**src/verilog/alu_pkg.sv**
```systemverilog
// Shared ALU definitions; XLEN must be a power of two and at least 2 for the adder and shifter
package alu_pkg;

    // Datapath width
    localparam int XLEN = 32;

    // Shift amount takes the low bits of operand b
    localparam int SHAMT_W = $clog2(XLEN);

    // One multiplier iteration per multiplier bit
    localparam int MUL_CYCLES = XLEN;
    localparam int MUL_CNT_W = $clog2(MUL_CYCLES);

    // Operation codes, fixed values so vector files stay stable
    typedef enum logic [3:0] {
        OP_ADD   = 4'h0,
        OP_SUB   = 4'h1,
        OP_SLT   = 4'h2,
        OP_SLTU  = 4'h3,
        OP_AND   = 4'h4,
        OP_OR    = 4'h5,
        OP_XOR   = 4'h6,
        OP_SLL   = 4'h7,
        OP_SRL   = 4'h8,
        OP_SRA   = 4'h9,
        OP_MUL   = 4'hA,
        OP_MULHU = 4'hB
    } alu_op_t;

    // Operation classes used to steer results
    function automatic logic is_arith(alu_op_t op);
        return op inside {OP_ADD, OP_SUB, OP_SLT, OP_SLTU};
    endfunction

    function automatic logic is_logic(alu_op_t op);
        return op inside {OP_AND, OP_OR, OP_XOR, OP_SLL, OP_SRL, OP_SRA};
    endfunction

    function automatic logic is_mul(alu_op_t op);
        return op inside {OP_MUL, OP_MULHU};
    endfunction

endpackage

```
**src/verilog/ks_adder.sv**
```systemverilog
// Kogge-Stone adder; N of at least 2, cout is signed overflow when SIGNED is 1, else carry-out
`timescale 1ns/1ps

module ks_adder #(
    parameter int N = 16,
    parameter bit SIGNED = 0
) (
    input  logic [N-1:0] dataa,
    input  logic [N-1:0] datab,
    input  logic         cin,
    output logic [N-1:0] sum,
    output logic         cout
);
    localparam int LEVELS = $clog2(N);

    logic [N-1:0] gen0;
    logic [N-1:0] prop0;
    logic [N-1:0] gen_pre;
    logic [N-1:0] prop_pre;
    // carry[i] is the carry into bit i, carry[N] the carry out of the MSB
    logic [N:0]   carry;

    // Bitwise generate and propagate
    assign gen0  = dataa & datab;
    assign prop0 = dataa ^ datab;

    // Prefix tree, span doubles every level
    always_comb begin : prefix_tree
        logic [N-1:0] g_cur;
        logic [N-1:0] p_cur;
        logic [N-1:0] g_nxt;
        logic [N-1:0] p_nxt;
        g_cur = gen0;
        p_cur = prop0;
        for (int k = 0; k < LEVELS; k++) begin
            g_nxt = g_cur;
            p_nxt = p_cur;
            // Nodes below the span pass through unchanged
            for (int i = (1 << k); i < N; i++) begin
                g_nxt[i] = g_cur[i] | (p_cur[i] & g_cur[i - (1 << k)]);
                p_nxt[i] = p_cur[i] & p_cur[i - (1 << k)];
            end
            g_cur = g_nxt;
            p_cur = p_nxt;
        end
        gen_pre  = g_cur;
        prop_pre = p_cur;
    end

    // Group terms cover bits 0..i, so cin folds in once here
    assign carry = {gen_pre | (prop_pre & {N{cin}}), cin};
    assign sum   = prop0 ^ carry[N-1:0];

    if (SIGNED) begin : g_signed_out
        // Overflow when carry into MSB differs from carry out of it
        assign cout = carry[N] ^ carry[N-1];
    end else begin : g_unsigned_out
        assign cout = carry[N];
    end

endmodule

```
**src/verilog/arith_unit.sv**
```systemverilog
// Combinational add, subtract and compares; ovf is valid only for ADD and SUB
`timescale 1ns/1ps

module arith_unit import alu_pkg::*; (
    input  alu_op_t         op,
    input  logic [XLEN-1:0] a,
    input  logic [XLEN-1:0] b,
    output logic [XLEN-1:0] result,
    output logic            ovf
);
    logic            sub;
    logic            sltu_sel;
    logic [XLEN-1:0] a_in;
    logic [XLEN-1:0] b_op;
    logic [XLEN-1:0] b_in;
    logic [XLEN-1:0] sum;
    logic            adder_ovf;
    logic            less;

    // Everything but ADD goes through a - b
    assign sub      = (op != OP_ADD);
    assign sltu_sel = (op == OP_SLTU);

    // Flipping both MSBs maps the unsigned order onto the signed one
    assign a_in = {a[XLEN-1] ^ sltu_sel, a[XLEN-2:0]};
    assign b_op = {b[XLEN-1] ^ sltu_sel, b[XLEN-2:0]};

    // Two's complement subtract, invert b and carry in a one
    assign b_in = sub ? ~b_op : b_op;

    ks_adder #(.N(XLEN), .SIGNED(1)) u_adder (
        .dataa (a_in),
        .datab (b_in),
        .cin   (sub),
        .sum   (sum),
        .cout  (adder_ovf)
    );

    // Signed less-than corrected by overflow
    assign less = sum[XLEN-1] ^ adder_ovf;

    always_comb begin
        case (op)
            OP_SLT, OP_SLTU: result = {{(XLEN-1){1'b0}}, less};
            default:         result = sum;
        endcase
    end

    assign ovf = adder_ovf & ((op == OP_ADD) | (op == OP_SUB));

endmodule

```
**src/verilog/logic_shift_unit.sv**
```systemverilog
// Combinational bitwise logic and shifts; shift amount is the low SHAMT_W bits of b
`timescale 1ns/1ps

module logic_shift_unit import alu_pkg::*; (
    input  alu_op_t         op,
    input  logic [XLEN-1:0] a,
    input  logic [XLEN-1:0] b,
    output logic [XLEN-1:0] result
);
    logic [SHAMT_W-1:0] shamt;

    // Upper bits of b play no part in shifts
    assign shamt = b[SHAMT_W-1:0];

    always_comb begin
        case (op)
            OP_AND: result = a & b;
            OP_OR:  result = a | b;
            OP_XOR: result = a ^ b;
            OP_SLL: result = a << shamt;
            OP_SRL: result = a >> shamt;
            // Sign bit replicated from the top
            OP_SRA: result = $signed(a) >>> shamt;
            // Not a logic op, the controller ignores this
            default: result = '0;
        endcase
    end

endmodule

```
**src/verilog/shift_add_multiplier.sv**
```systemverilog
// Unsigned radix-2 multiplier; start must not repeat before done, product is valid while done is high
`timescale 1ns/1ps

module shift_add_multiplier import alu_pkg::*; (
    input  logic              clk,
    input  logic              rst,
    input  logic              start,
    input  logic [XLEN-1:0]   a,
    input  logic [XLEN-1:0]   b,
    output logic [2*XLEN-1:0] product,
    output logic              done
);
    logic                 running;
    logic [MUL_CNT_W-1:0] count;
    logic [XLEN-1:0]      mcand;
    logic [XLEN-1:0]      acc_hi;
    logic [XLEN-1:0]      acc_lo;
    logic [XLEN-1:0]      addend;
    logic [XLEN-1:0]      sum;
    logic                 carry;

    // Add the multiplicand only when the current multiplier bit is set
    assign addend = acc_lo[0] ? mcand : '0;

    ks_adder #(.N(XLEN), .SIGNED(0)) u_acc_adder (
        .dataa (acc_hi),
        .datab (addend),
        .cin   (1'b0),
        .sum   (sum),
        .cout  (carry)
    );

    // Iteration control
    always_ff @(posedge clk) begin
        if (rst) begin
            running <= 1'b0;
            count   <= '0;
            done    <= 1'b0;
        end else begin
            done <= 1'b0;
            if (start) begin
                running <= 1'b1;
                count   <= '0;
            end else if (running) begin
                count <= count + 1'b1;
                // Last pass, product is final after this edge
                if (count == MUL_CNT_W'(MUL_CYCLES - 1)) begin
                    running <= 1'b0;
                    done    <= 1'b1;
                end
            end
        end
    end

    // Operand and accumulator registers
    always_ff @(posedge clk) begin
        if (start) begin
            mcand  <= a;
            acc_hi <= '0;
            acc_lo <= b;
        end else if (running) begin
            // Shift {carry, sum, acc_lo} right by one
            acc_hi <= {carry, sum[XLEN-1:1]};
            acc_lo <= {sum[0], acc_lo[XLEN-1:1]};
        end
    end

    assign product = {acc_hi, acc_lo};

endmodule

```
**src/verilog/alu_ctrl.sv**
```systemverilog
// Request control; valid_in while busy is dropped, result and ovf hold until the next completion
`timescale 1ns/1ps

module alu_ctrl import alu_pkg::*; (
    input  logic              clk,
    input  logic              rst,
    input  logic              valid_in,
    input  alu_op_t           op,
    input  logic [XLEN-1:0]   arith_result,
    input  logic              arith_ovf,
    input  logic [XLEN-1:0]   logic_result,
    input  logic [2*XLEN-1:0] mul_product,
    input  logic              mul_done,
    output logic              mul_start,
    output logic              busy,
    output logic              valid_out,
    output logic [XLEN-1:0]   result,
    output logic              ovf
);
    logic            accept;
    alu_op_t         op_q;
    logic [XLEN-1:0] single_result;
    logic            single_ovf;
    logic [XLEN-1:0] mul_result;

    // Request taken on this edge
    assign accept = valid_in & ~busy;

    // Multiplier samples a and b on the accepting edge
    assign mul_start = accept & is_mul(op);

    // One-cycle result from whichever unit owns the op
    always_comb begin
        if (is_arith(op)) begin
            single_result = arith_result;
            single_ovf    = arith_ovf;
        end else if (is_logic(op)) begin
            single_result = logic_result;
            single_ovf    = 1'b0;
        end else begin
            single_result = '0;
            single_ovf    = 1'b0;
        end
    end

    // High or low half depending on the op taken at start
    assign mul_result = (op_q == OP_MULHU) ? mul_product[2*XLEN-1:XLEN]
                                           : mul_product[XLEN-1:0];

    always_ff @(posedge clk) begin
        if (rst) begin
            busy      <= 1'b0;
            valid_out <= 1'b0;
            result    <= '0;
            ovf       <= 1'b0;
        end else begin
            valid_out <= 1'b0;
            if (accept) begin
                if (is_mul(op)) begin
                    busy <= 1'b1;
                end else begin
                    valid_out <= 1'b1;
                    result    <= single_result;
                    ovf       <= single_ovf;
                end
            end else if (busy && mul_done) begin
                // Multiply finished, release the unit
                busy      <= 1'b0;
                valid_out <= 1'b1;
                result    <= mul_result;
                ovf       <= 1'b0;
            end
        end
    end

    // Pending multiply variant
    always_ff @(posedge clk) begin
        if (mul_start) begin
            op_q <= op;
        end
    end

endmodule

```
**src/verilog/alu_unit.sv**
```systemverilog
// ALU top; requests need valid_in high and busy low at the clock edge, no back-pressure
`timescale 1ns/1ps

module alu_unit import alu_pkg::*; (
    input  logic            clk,
    input  logic            rst,
    input  logic            valid_in,
    input  alu_op_t         op,
    input  logic [XLEN-1:0] a,
    input  logic [XLEN-1:0] b,
    output logic            busy,
    output logic            valid_out,
    output logic [XLEN-1:0] result,
    output logic            ovf
);
    logic [XLEN-1:0]   arith_result;
    logic              arith_ovf;
    logic [XLEN-1:0]   logic_result;
    logic [2*XLEN-1:0] mul_product;
    logic              mul_done;
    logic              mul_start;

    // Sequencing and result registers
    alu_ctrl u_ctrl (
        .clk          (clk),
        .rst          (rst),
        .valid_in     (valid_in),
        .op           (op),
        .arith_result (arith_result),
        .arith_ovf    (arith_ovf),
        .logic_result (logic_result),
        .mul_product  (mul_product),
        .mul_done     (mul_done),
        .mul_start    (mul_start),
        .busy         (busy),
        .valid_out    (valid_out),
        .result       (result),
        .ovf          (ovf)
    );

    // Combinational units see the raw operands
    arith_unit u_arith (
        .op     (op),
        .a      (a),
        .b      (b),
        .result (arith_result),
        .ovf    (arith_ovf)
    );

    logic_shift_unit u_logic (
        .op     (op),
        .a      (a),
        .b      (b),
        .result (logic_result)
    );

    shift_add_multiplier u_mul (
        .clk     (clk),
        .rst     (rst),
        .start   (mul_start),
        .a       (a),
        .b       (b),
        .product (mul_product),
        .done    (mul_done)
    );

endmodule

```
**config.mk**
```make
export PLATFORM = sky130hd
export DESIGN_NAME = alu_unit
export DESIGN_NICKNAME = d
export VERILOG_FILES = /design/src/verilog/alu_pkg.sv /design/src/verilog/ks_adder.sv /design/src/verilog/arith_unit.sv /design/src/verilog/logic_shift_unit.sv /design/src/verilog/shift_add_multiplier.sv /design/src/verilog/alu_ctrl.sv /design/src/verilog/alu_unit.sv
export SDC_FILE = /design/constraint.sdc
export NUM_CORES = 1
export LEC_CHECK = 0
export BUFFER_PORTS_ARGS = -buffer_cell sky130_fd_sc_hd__clkbuf_2
export CAP_MARGIN = 10
export CORE_ASPECT_RATIO = 0.6
export CORE_MARGIN = 2
export CORE_UTILIZATION = 40
export CTS_BUF_LIST = sky130_fd_sc_hd__clkbuf_8
export CTS_CLUSTER_SIZE = 40
export DETAILED_ROUTE_END_ITERATION = 8
export MAX_ROUTING_LAYER = met4
export PLACE_DENSITY_LB_ADDON = 0.3
export SLEW_MARGIN = 0
export SYNTH_ARGS = -nofsm -noshare
export SYNTH_HDL_FRONTEND = slang
export SYNTH_HIERARCHICAL = 1
export SYNTH_SLANG_ARGS = --single-unit
```
**constraint.sdc**
```tcl
create_clock -name clk -period 3.35 [get_ports clk]
set_input_delay 0.1675 -clock clk [delete_from_list [all_inputs] [get_ports clk]]
set_output_delay 0.1675 -clock clk [all_outputs]
set_load 0.1 [all_outputs]
```
Word-level counts from Yosys, hierarchy flattened
Index checks and enable logic that the tools add are counted.

Logic and storage cells: 833. Bits in registers: 142. Output and inout bits: 35.

Eq/ne operators: 15. Shift operators: 3. Reduce and logical (&&, ||, !) cells: 13. Bitwise operators: 765. Multiplexer cells: 25. Add/subtract/negate cells: 1.

Operators by type and width (count): 1-bit AND (488); 32-bit two-way mux (11); 1-bit bitwise OR (259); 32-bit one-hot mux with 6 select lines (1); 32-bit bitwise XOR (5); 32-bit AND (4); 32-bit bitwise OR (2); 32-bit inverter (1); 32-bit by 5-bit << shifter with 32-bit output (1); 32-bit by 5-bit right shift with 32-bit output (1); 32-bit by 5-bit >>> shifter with 32-bit output (1); 4-bit equality test (second input constant) (5); 4-bit by 3-bit equality test with 1-bit output (second input constant) (4); 1-bit two-way mux (13); 4-bit by 2-bit equality test with 1-bit output (second input constant) (2); 4-bit nonzero test (2); 2-bit nonzero test (3); 6-bit nonzero test (1); 5-bit by 1-bit adder with 5-bit output (second input constant) (1); 5-bit equality test (second input constant) (1); 4-bit by 1-bit equality test with 1-bit output (second input constant) (1); 4-bit logical NOT (1); 2-bit != test (second input constant) (2); 2-bit AND reduction (2); 5 further kinds (10).

Depth between registers and ports, before layout
Depth in word-level cells: 22. Depth in mapped cells: 16. Depth with buffers taken out: 15.

Modules after synthesis
Netlist, hierarchy kept.

Modules (own cells, without submodules): logic_shift_unit (area an instance 5876.9 µm², instances 1, cells an instance 735, seq. area each 0.0 µm²); shift_add_multiplier (area an instance 4020.1 µm², instances 1, cells an instance 271, seq. area each 2702.6 µm²); alu_ctrl (area an instance 2439.8 µm², instances 1, cells an instance 316, seq. area each 820.8 µm²); ks_adder at u_mul.u_acc_adder (area an instance 1791.7 µm², instances 1, cells an instance 254, seq. area each 0.0 µm²); ks_adder at u_arith.u_adder (area an instance 1482.7 µm², instances 1, cells an instance 207, seq. area each 0.0 µm²); arith_unit (area an instance 639.4 µm², instances 1, cells an instance 81, seq. area each 0.0 µm²).

Worst setup path before layout
No wires, ideal clock.

Path type: register to register. From: reg u_ctrl.busy. To: reg u_mul.acc_lo[0] (enable). Path slack: -0.815 ns. Stages on the path, launching flop included: 8. Library setup time: 0.375 ns. Period minus slack after synthesis: 4.165 ns. Data required time: 2.975 ns. Arrival: 3.790 ns. Buffers on the path: 4. Path through: dfxtp_1 > nand2b_4 > buf_6 > buf_2 > nor2_1 > buf_6 > buf_6 > or2_2.

Cells in the longest elaborated chain, start to end: 4.

RTL lines: start: declaration (RTL line alu_ctrl.sv:15) `output logic busy,`; start signal: assignment (RTL line alu_ctrl.sv:52) `busy <= 1'b0;`; start signal: assignment (RTL line alu_ctrl.sv:60) `busy <= 1'b1;`; start signal: assignment (RTL line alu_ctrl.sv:68) `busy <= 1'b0;`; 1-bit inverter (RTL line alu_ctrl.sv:27) `assign accept = valid_in & ~busy;`; 1-bit AND (RTL line alu_ctrl.sv:27); 1-bit AND (RTL line alu_ctrl.sv:30) `assign mul_start = accept & is_mul(op);`; net mul_start (RTL line alu_unit.sv:21) `logic mul_start;`; 2-bit nonzero test (no line); end signal: assignment (RTL line shift_add_multiplier.sv:64) `acc_lo <= {sum[0], acc_lo[XLEN-1:1]};`; end: declaration (RTL line shift_add_multiplier.sv:17) `logic [XLEN-1:0] acc_lo;`.

The timed path passes the listed nets, and every way through them passes these cells. A chain may end at the register's enable or synchronous reset.

Final worst setup path
From: in op[2]. To: reg u_ctrl.result[28].

Elaborated cells on any way between the ends: 112. Classes of those cells: eq/ne: 12; mux: 7; bitwise: 86; reduce/logical: 7.

RTL lines: start: declaration (RTL line alu_unit.sv:8) `input alu_op_t op,`; 4-bit nonzero test * (RTL line arith_unit.sv:21) `assign sub = (op != OP_ADD);`; 32-bit two-way mux * (RTL line arith_unit.sv:29) `assign b_in = sub ? ~b_op : b_op;`; net u_arith.b_in[0] (RTL line arith_unit.sv:15) `logic [XLEN-1:0] b_in;`; 32-bit AND (RTL line ks_adder.sv:24) `assign gen0 = dataa & datab;`; 1-bit AND (RTL line ks_adder.sv:40) `g_nxt[i] = g_cur[i] | (p_cur[i] & g_cur[i - (1 << k)]);`; 1-bit bitwise OR (RTL line ks_adder.sv:40); 1-bit AND (RTL line ks_adder.sv:40); 1-bit bitwise OR (RTL line ks_adder.sv:40); [... 4 more ...]; 32-bit bitwise OR * (RTL line ks_adder.sv:51) `assign carry = {gen_pre | (prop_pre & {N{cin}}), cin};`; 32-bit bitwise XOR * (RTL line ks_adder.sv:52) `assign sum = prop0 ^ carry[N-1:0];`; net u_arith.sum[28] (RTL line arith_unit.sv:16) `logic [XLEN-1:0] sum;`; 32-bit two-way mux * (RTL line arith_unit.sv:43) `case (op)`; net arith_result[28] (RTL line alu_unit.sv:16) `logic [XLEN-1:0] arith_result;`; 32-bit two-way mux * (RTL line alu_ctrl.sv:34) `if (is_arith(op)) begin`; 32-bit two-way mux * (RTL line alu_ctrl.sv:59) `if (is_mul(op)) begin`; 32-bit two-way mux * (RTL line alu_ctrl.sv:58) `if (accept) begin`; end signal: assignment (RTL line alu_ctrl.sv:63) `result <= single_result;`; end signal: assignment (RTL line alu_ctrl.sv:70) `result <= mul_result;`; end: declaration (RTL line alu_ctrl.sv:17) `output logic [XLEN-1:0] result,`.

The timed path passes the listed nets; every way through them passes the cells marked *. The select of a mux whose other input is x is not followed.

==> reports/qor.txt <==
Outcome: completed
Reg clk slew, reported paths: 0.09 ns
Kind of cell adding the most delay to the critical path: compound AO/OA/AOI/OAI gates
Slew headroom: 13.89%
Antenna viol nets, final: 0
Max Clock Freq: 304.1 MHz
Port Buf Inserts: 105
Sequential cell area fraction in the yosys report: 21.68%
Die Wd: 264.2 µm
Via/cell ratio: 6.236
First-pass GRT wire length: 102800 µm
Final setup fails: 0
Top area cells in the synthesized netlist: edfxtp_1, ha_1, dfxtp_1
Fin Hold WS: 0.07206 ns
Area share of the largest cell type after synthesis: 12.57%
Fill count: 3877
Clock sink count: 142
Multi-input gate area: 11870 µm²
Vias: 16610
GR Overflow Total: 0
Critical path, cell by cell: buf_6 -> nor4_4 -> buf_6 -> clkbuf_16 -> buf_12 -> xnor2_1 -> ha_1 -> a21oi_2 -> nor2_4 -> o211ai_1 -> buf_4 -> a21o_1 -> o2111ai_1 -> buf_4 -> a31oi_4 -> xnor2_1 -> and2b_1 -> nor2b_1 -> a21oi_1 -> o21ai_0 -> a32o_1
Per-cell routed wire length: 26.60 µm
Switch Pwr: 3.230 mW
Prevailing post-synth register cell: dfxtp_1
Initial antenna violation count: 2
Post-DP HPWL: 55720 µm
Synth area leader: edfxtp_1
Clk_skew: 0.02094 ns
Reg2Reg Capture Point: u_mul/acc_hi[31]
Final hold violations: 0
Worst hold path class: input port to flip-flop
Register area: 3525 µm²
Sequential Power Share: 29.5%
Critical path origin: op[2]
Clk buf depth: 2
Setup WS pre-CTS: -0.3898 ns
Worst setup path class: input port to flip-flop
Die Ht: 160.1 µm
Mean Syn Cell Area: 8.718 µm²
Clock Power Share: 20.4%
Critical path arrival: 3.64 ns
CP max-delay cell: nor4_4
Post-layout minimum cycle time: 3.288 ns
Slew @ Worst Pin: 1.290 ns
CP Launch Type: input port
Pint: 4.358 mW
CP max stage delay: 0.35 ns
# rows: 57
Peak supply drop: 0.2444 mV
Largest net degree at the start of global routing: 91
Final Core Density: 48.73%
LEAKAGE: 8.458 nW
Switching part of the total: 42.56%
RR Startpoint: u_mul/acc_lo[0]
Post-synth EDFFs: 68
Fraction of layout cells with a size suffix above 1: 27.35%
DR pass1 iterations: 6
Netlist cell types: 105
Final period utilization: 98.15%
Finished Cell Area: 19640 µm²
Vias in the first global route: 15310
Top-count cell post-synth: nand2_1
Seq cells post-synth: 142
DIE AREA: 42310 µm²
Maxcap violations: 0
Final slew viol count: 0
Initial Utilization: 40.33%
GR Util All Layers: 33.46%
TNS Setup: 0 ns
R2r setup slk: 0.14 ns
Synth warn: 6
Routability-driven placement congestion ratio: 1.013
Pwr Density: 386.4 nW/µm²
Nets: 2324
R2r worst-path depth: 13
Mapped Cells: 1864
Post-Syn Area: 16250 µm²
Clock root buffer: clkbuf_8
DRC viols: 0
Synth cell count leaders: nand2_1, ha_1, a21oi_1
Comb pwr share: 50.1%
CTS Buf Count: 17
CORE AREA: 40290 µm²
Area grow syn2layout: 20.84%
Hold Path End: u_mul/mcand[16]
Placed inst area: 18750 µm²
Max FO, Critical Path: 6
Critical Path Sink Type: flip-flop
WP buf/inv: 6
Final WL: 70870 µm
CTS tree: done
Worst skew pair latency: 0.47 ns
H-tree level count: 4
Post-synth ARST share: 0%
HP Start: a[16]
Iteration-0 DRC Markers: 2501
Min-Delay Path Depth: 1
Fin worst setup slack: 0.06209 ns
CP required: 3.70 ns
I/O pin count: 106
==> worst max path at each step <==
stage | end | slack [ns] | cells after the start
2_1_floorplan | u_ctrl/result[0] | 0.06 | 16
3_3_place_gp | u_ctrl/result[0] | -0.31 | 18
3_5_place_dp | u_ctrl/result[0] | -0.39 | 18
4_1_cts | u_mul/acc_hi[30] | 0.08 | 13
5_1_grt | u_ctrl/result[28] | -0.07 | 21
6_report | u_ctrl/result[28] | 0.06 | 21
==> power groups by stage <==
stage	combinational [mW]	clock (mW)	sequential [mW]
2_1_floorplan	2.16	0	2.42
3_3_place_gp	3.55	0	2.27
3_5_place_dp	3.59	0	2.27
4_1_cts	3.61	1.57	2.24
5_1_grt	4.07	1.65	2.27
6_report	3.81	1.55	2.24
==> layout by cell type (no fill, tap or decap), drive strengths merged, types with 45 or more instances in the layout <==
master  count
edfxtp     68
nand2     204
a21oi     124
buf       272
xnor2      66
clkbuf    119
and2       45
mux2       62
dfxtp      74
inv        91
o21ai      62
nor2      116
nand3      61
ha        132
mux4       52
mux2i      94
==> per-layer routing <==
layer / vias up / GRT usage (%) / routed length [µm]
li1: 7473 / - / -
met1: 8194 / 50.25 / 33890
met2: 885 / 44.86 / 28150
met3: 61 / 9.268 / 7927
met4: 0 / 4.184 / 903
met5: - / - / 0
==> layout make-up <==
class	count	share of cell area [%]
clock inverters	15	1.000
multi-input cells	1501	60.46
flip-flops and latches	142	17.95
well taps	531	3.383
diodes	1	0.01274
repair buffers	375	14.44
clock buffers	17	1.191
inverters	82	1.567
==> registers in the layout (all words and copies together) (netlist names) <==
name,count
u_mul/mcand,32
u_mul/count,5
u_mul/acc_hi,32
u_ctrl/op_q,4
u_mul/done,1
u_ctrl/result,32
u_ctrl/busy,1
u_mul/acc_lo,32
u_ctrl/ovf,1
u_ctrl/valid_out,1
u_mul/running,1
==> repair_timing <==
| action | CTS | global route |
|---|---|---|
| hold buffers | 1 | 0 |
| resized for setup | 0 | 53 |
| setup endpoints to repair | 0 | 14 |
| endpoints found under the hold margin | 1 | 0 |
| setup buffers | 0 | 16 |
==> through the flow <==
stage	instances	power, mW
2_1_floorplan	1865	4.587
3_3_place_gp	2612	5.811
3_5_place_dp	2612	5.859
4_1_cts	2645	7.411
5_1_grt	2664	7.988
6_report	2664	7.588
==> kinds of logic after synthesis <==
kind of cell | share of synthesized area [%]
simple gates | 17.37
xor+xnor | 4.958
compound gates | 21.34
mux | 17.43
flops | 21.68
buf+inv | 6.783
fa+ha+maj | 10.41
other cells | 0.02308
Power figures use the tool's default switching activity.
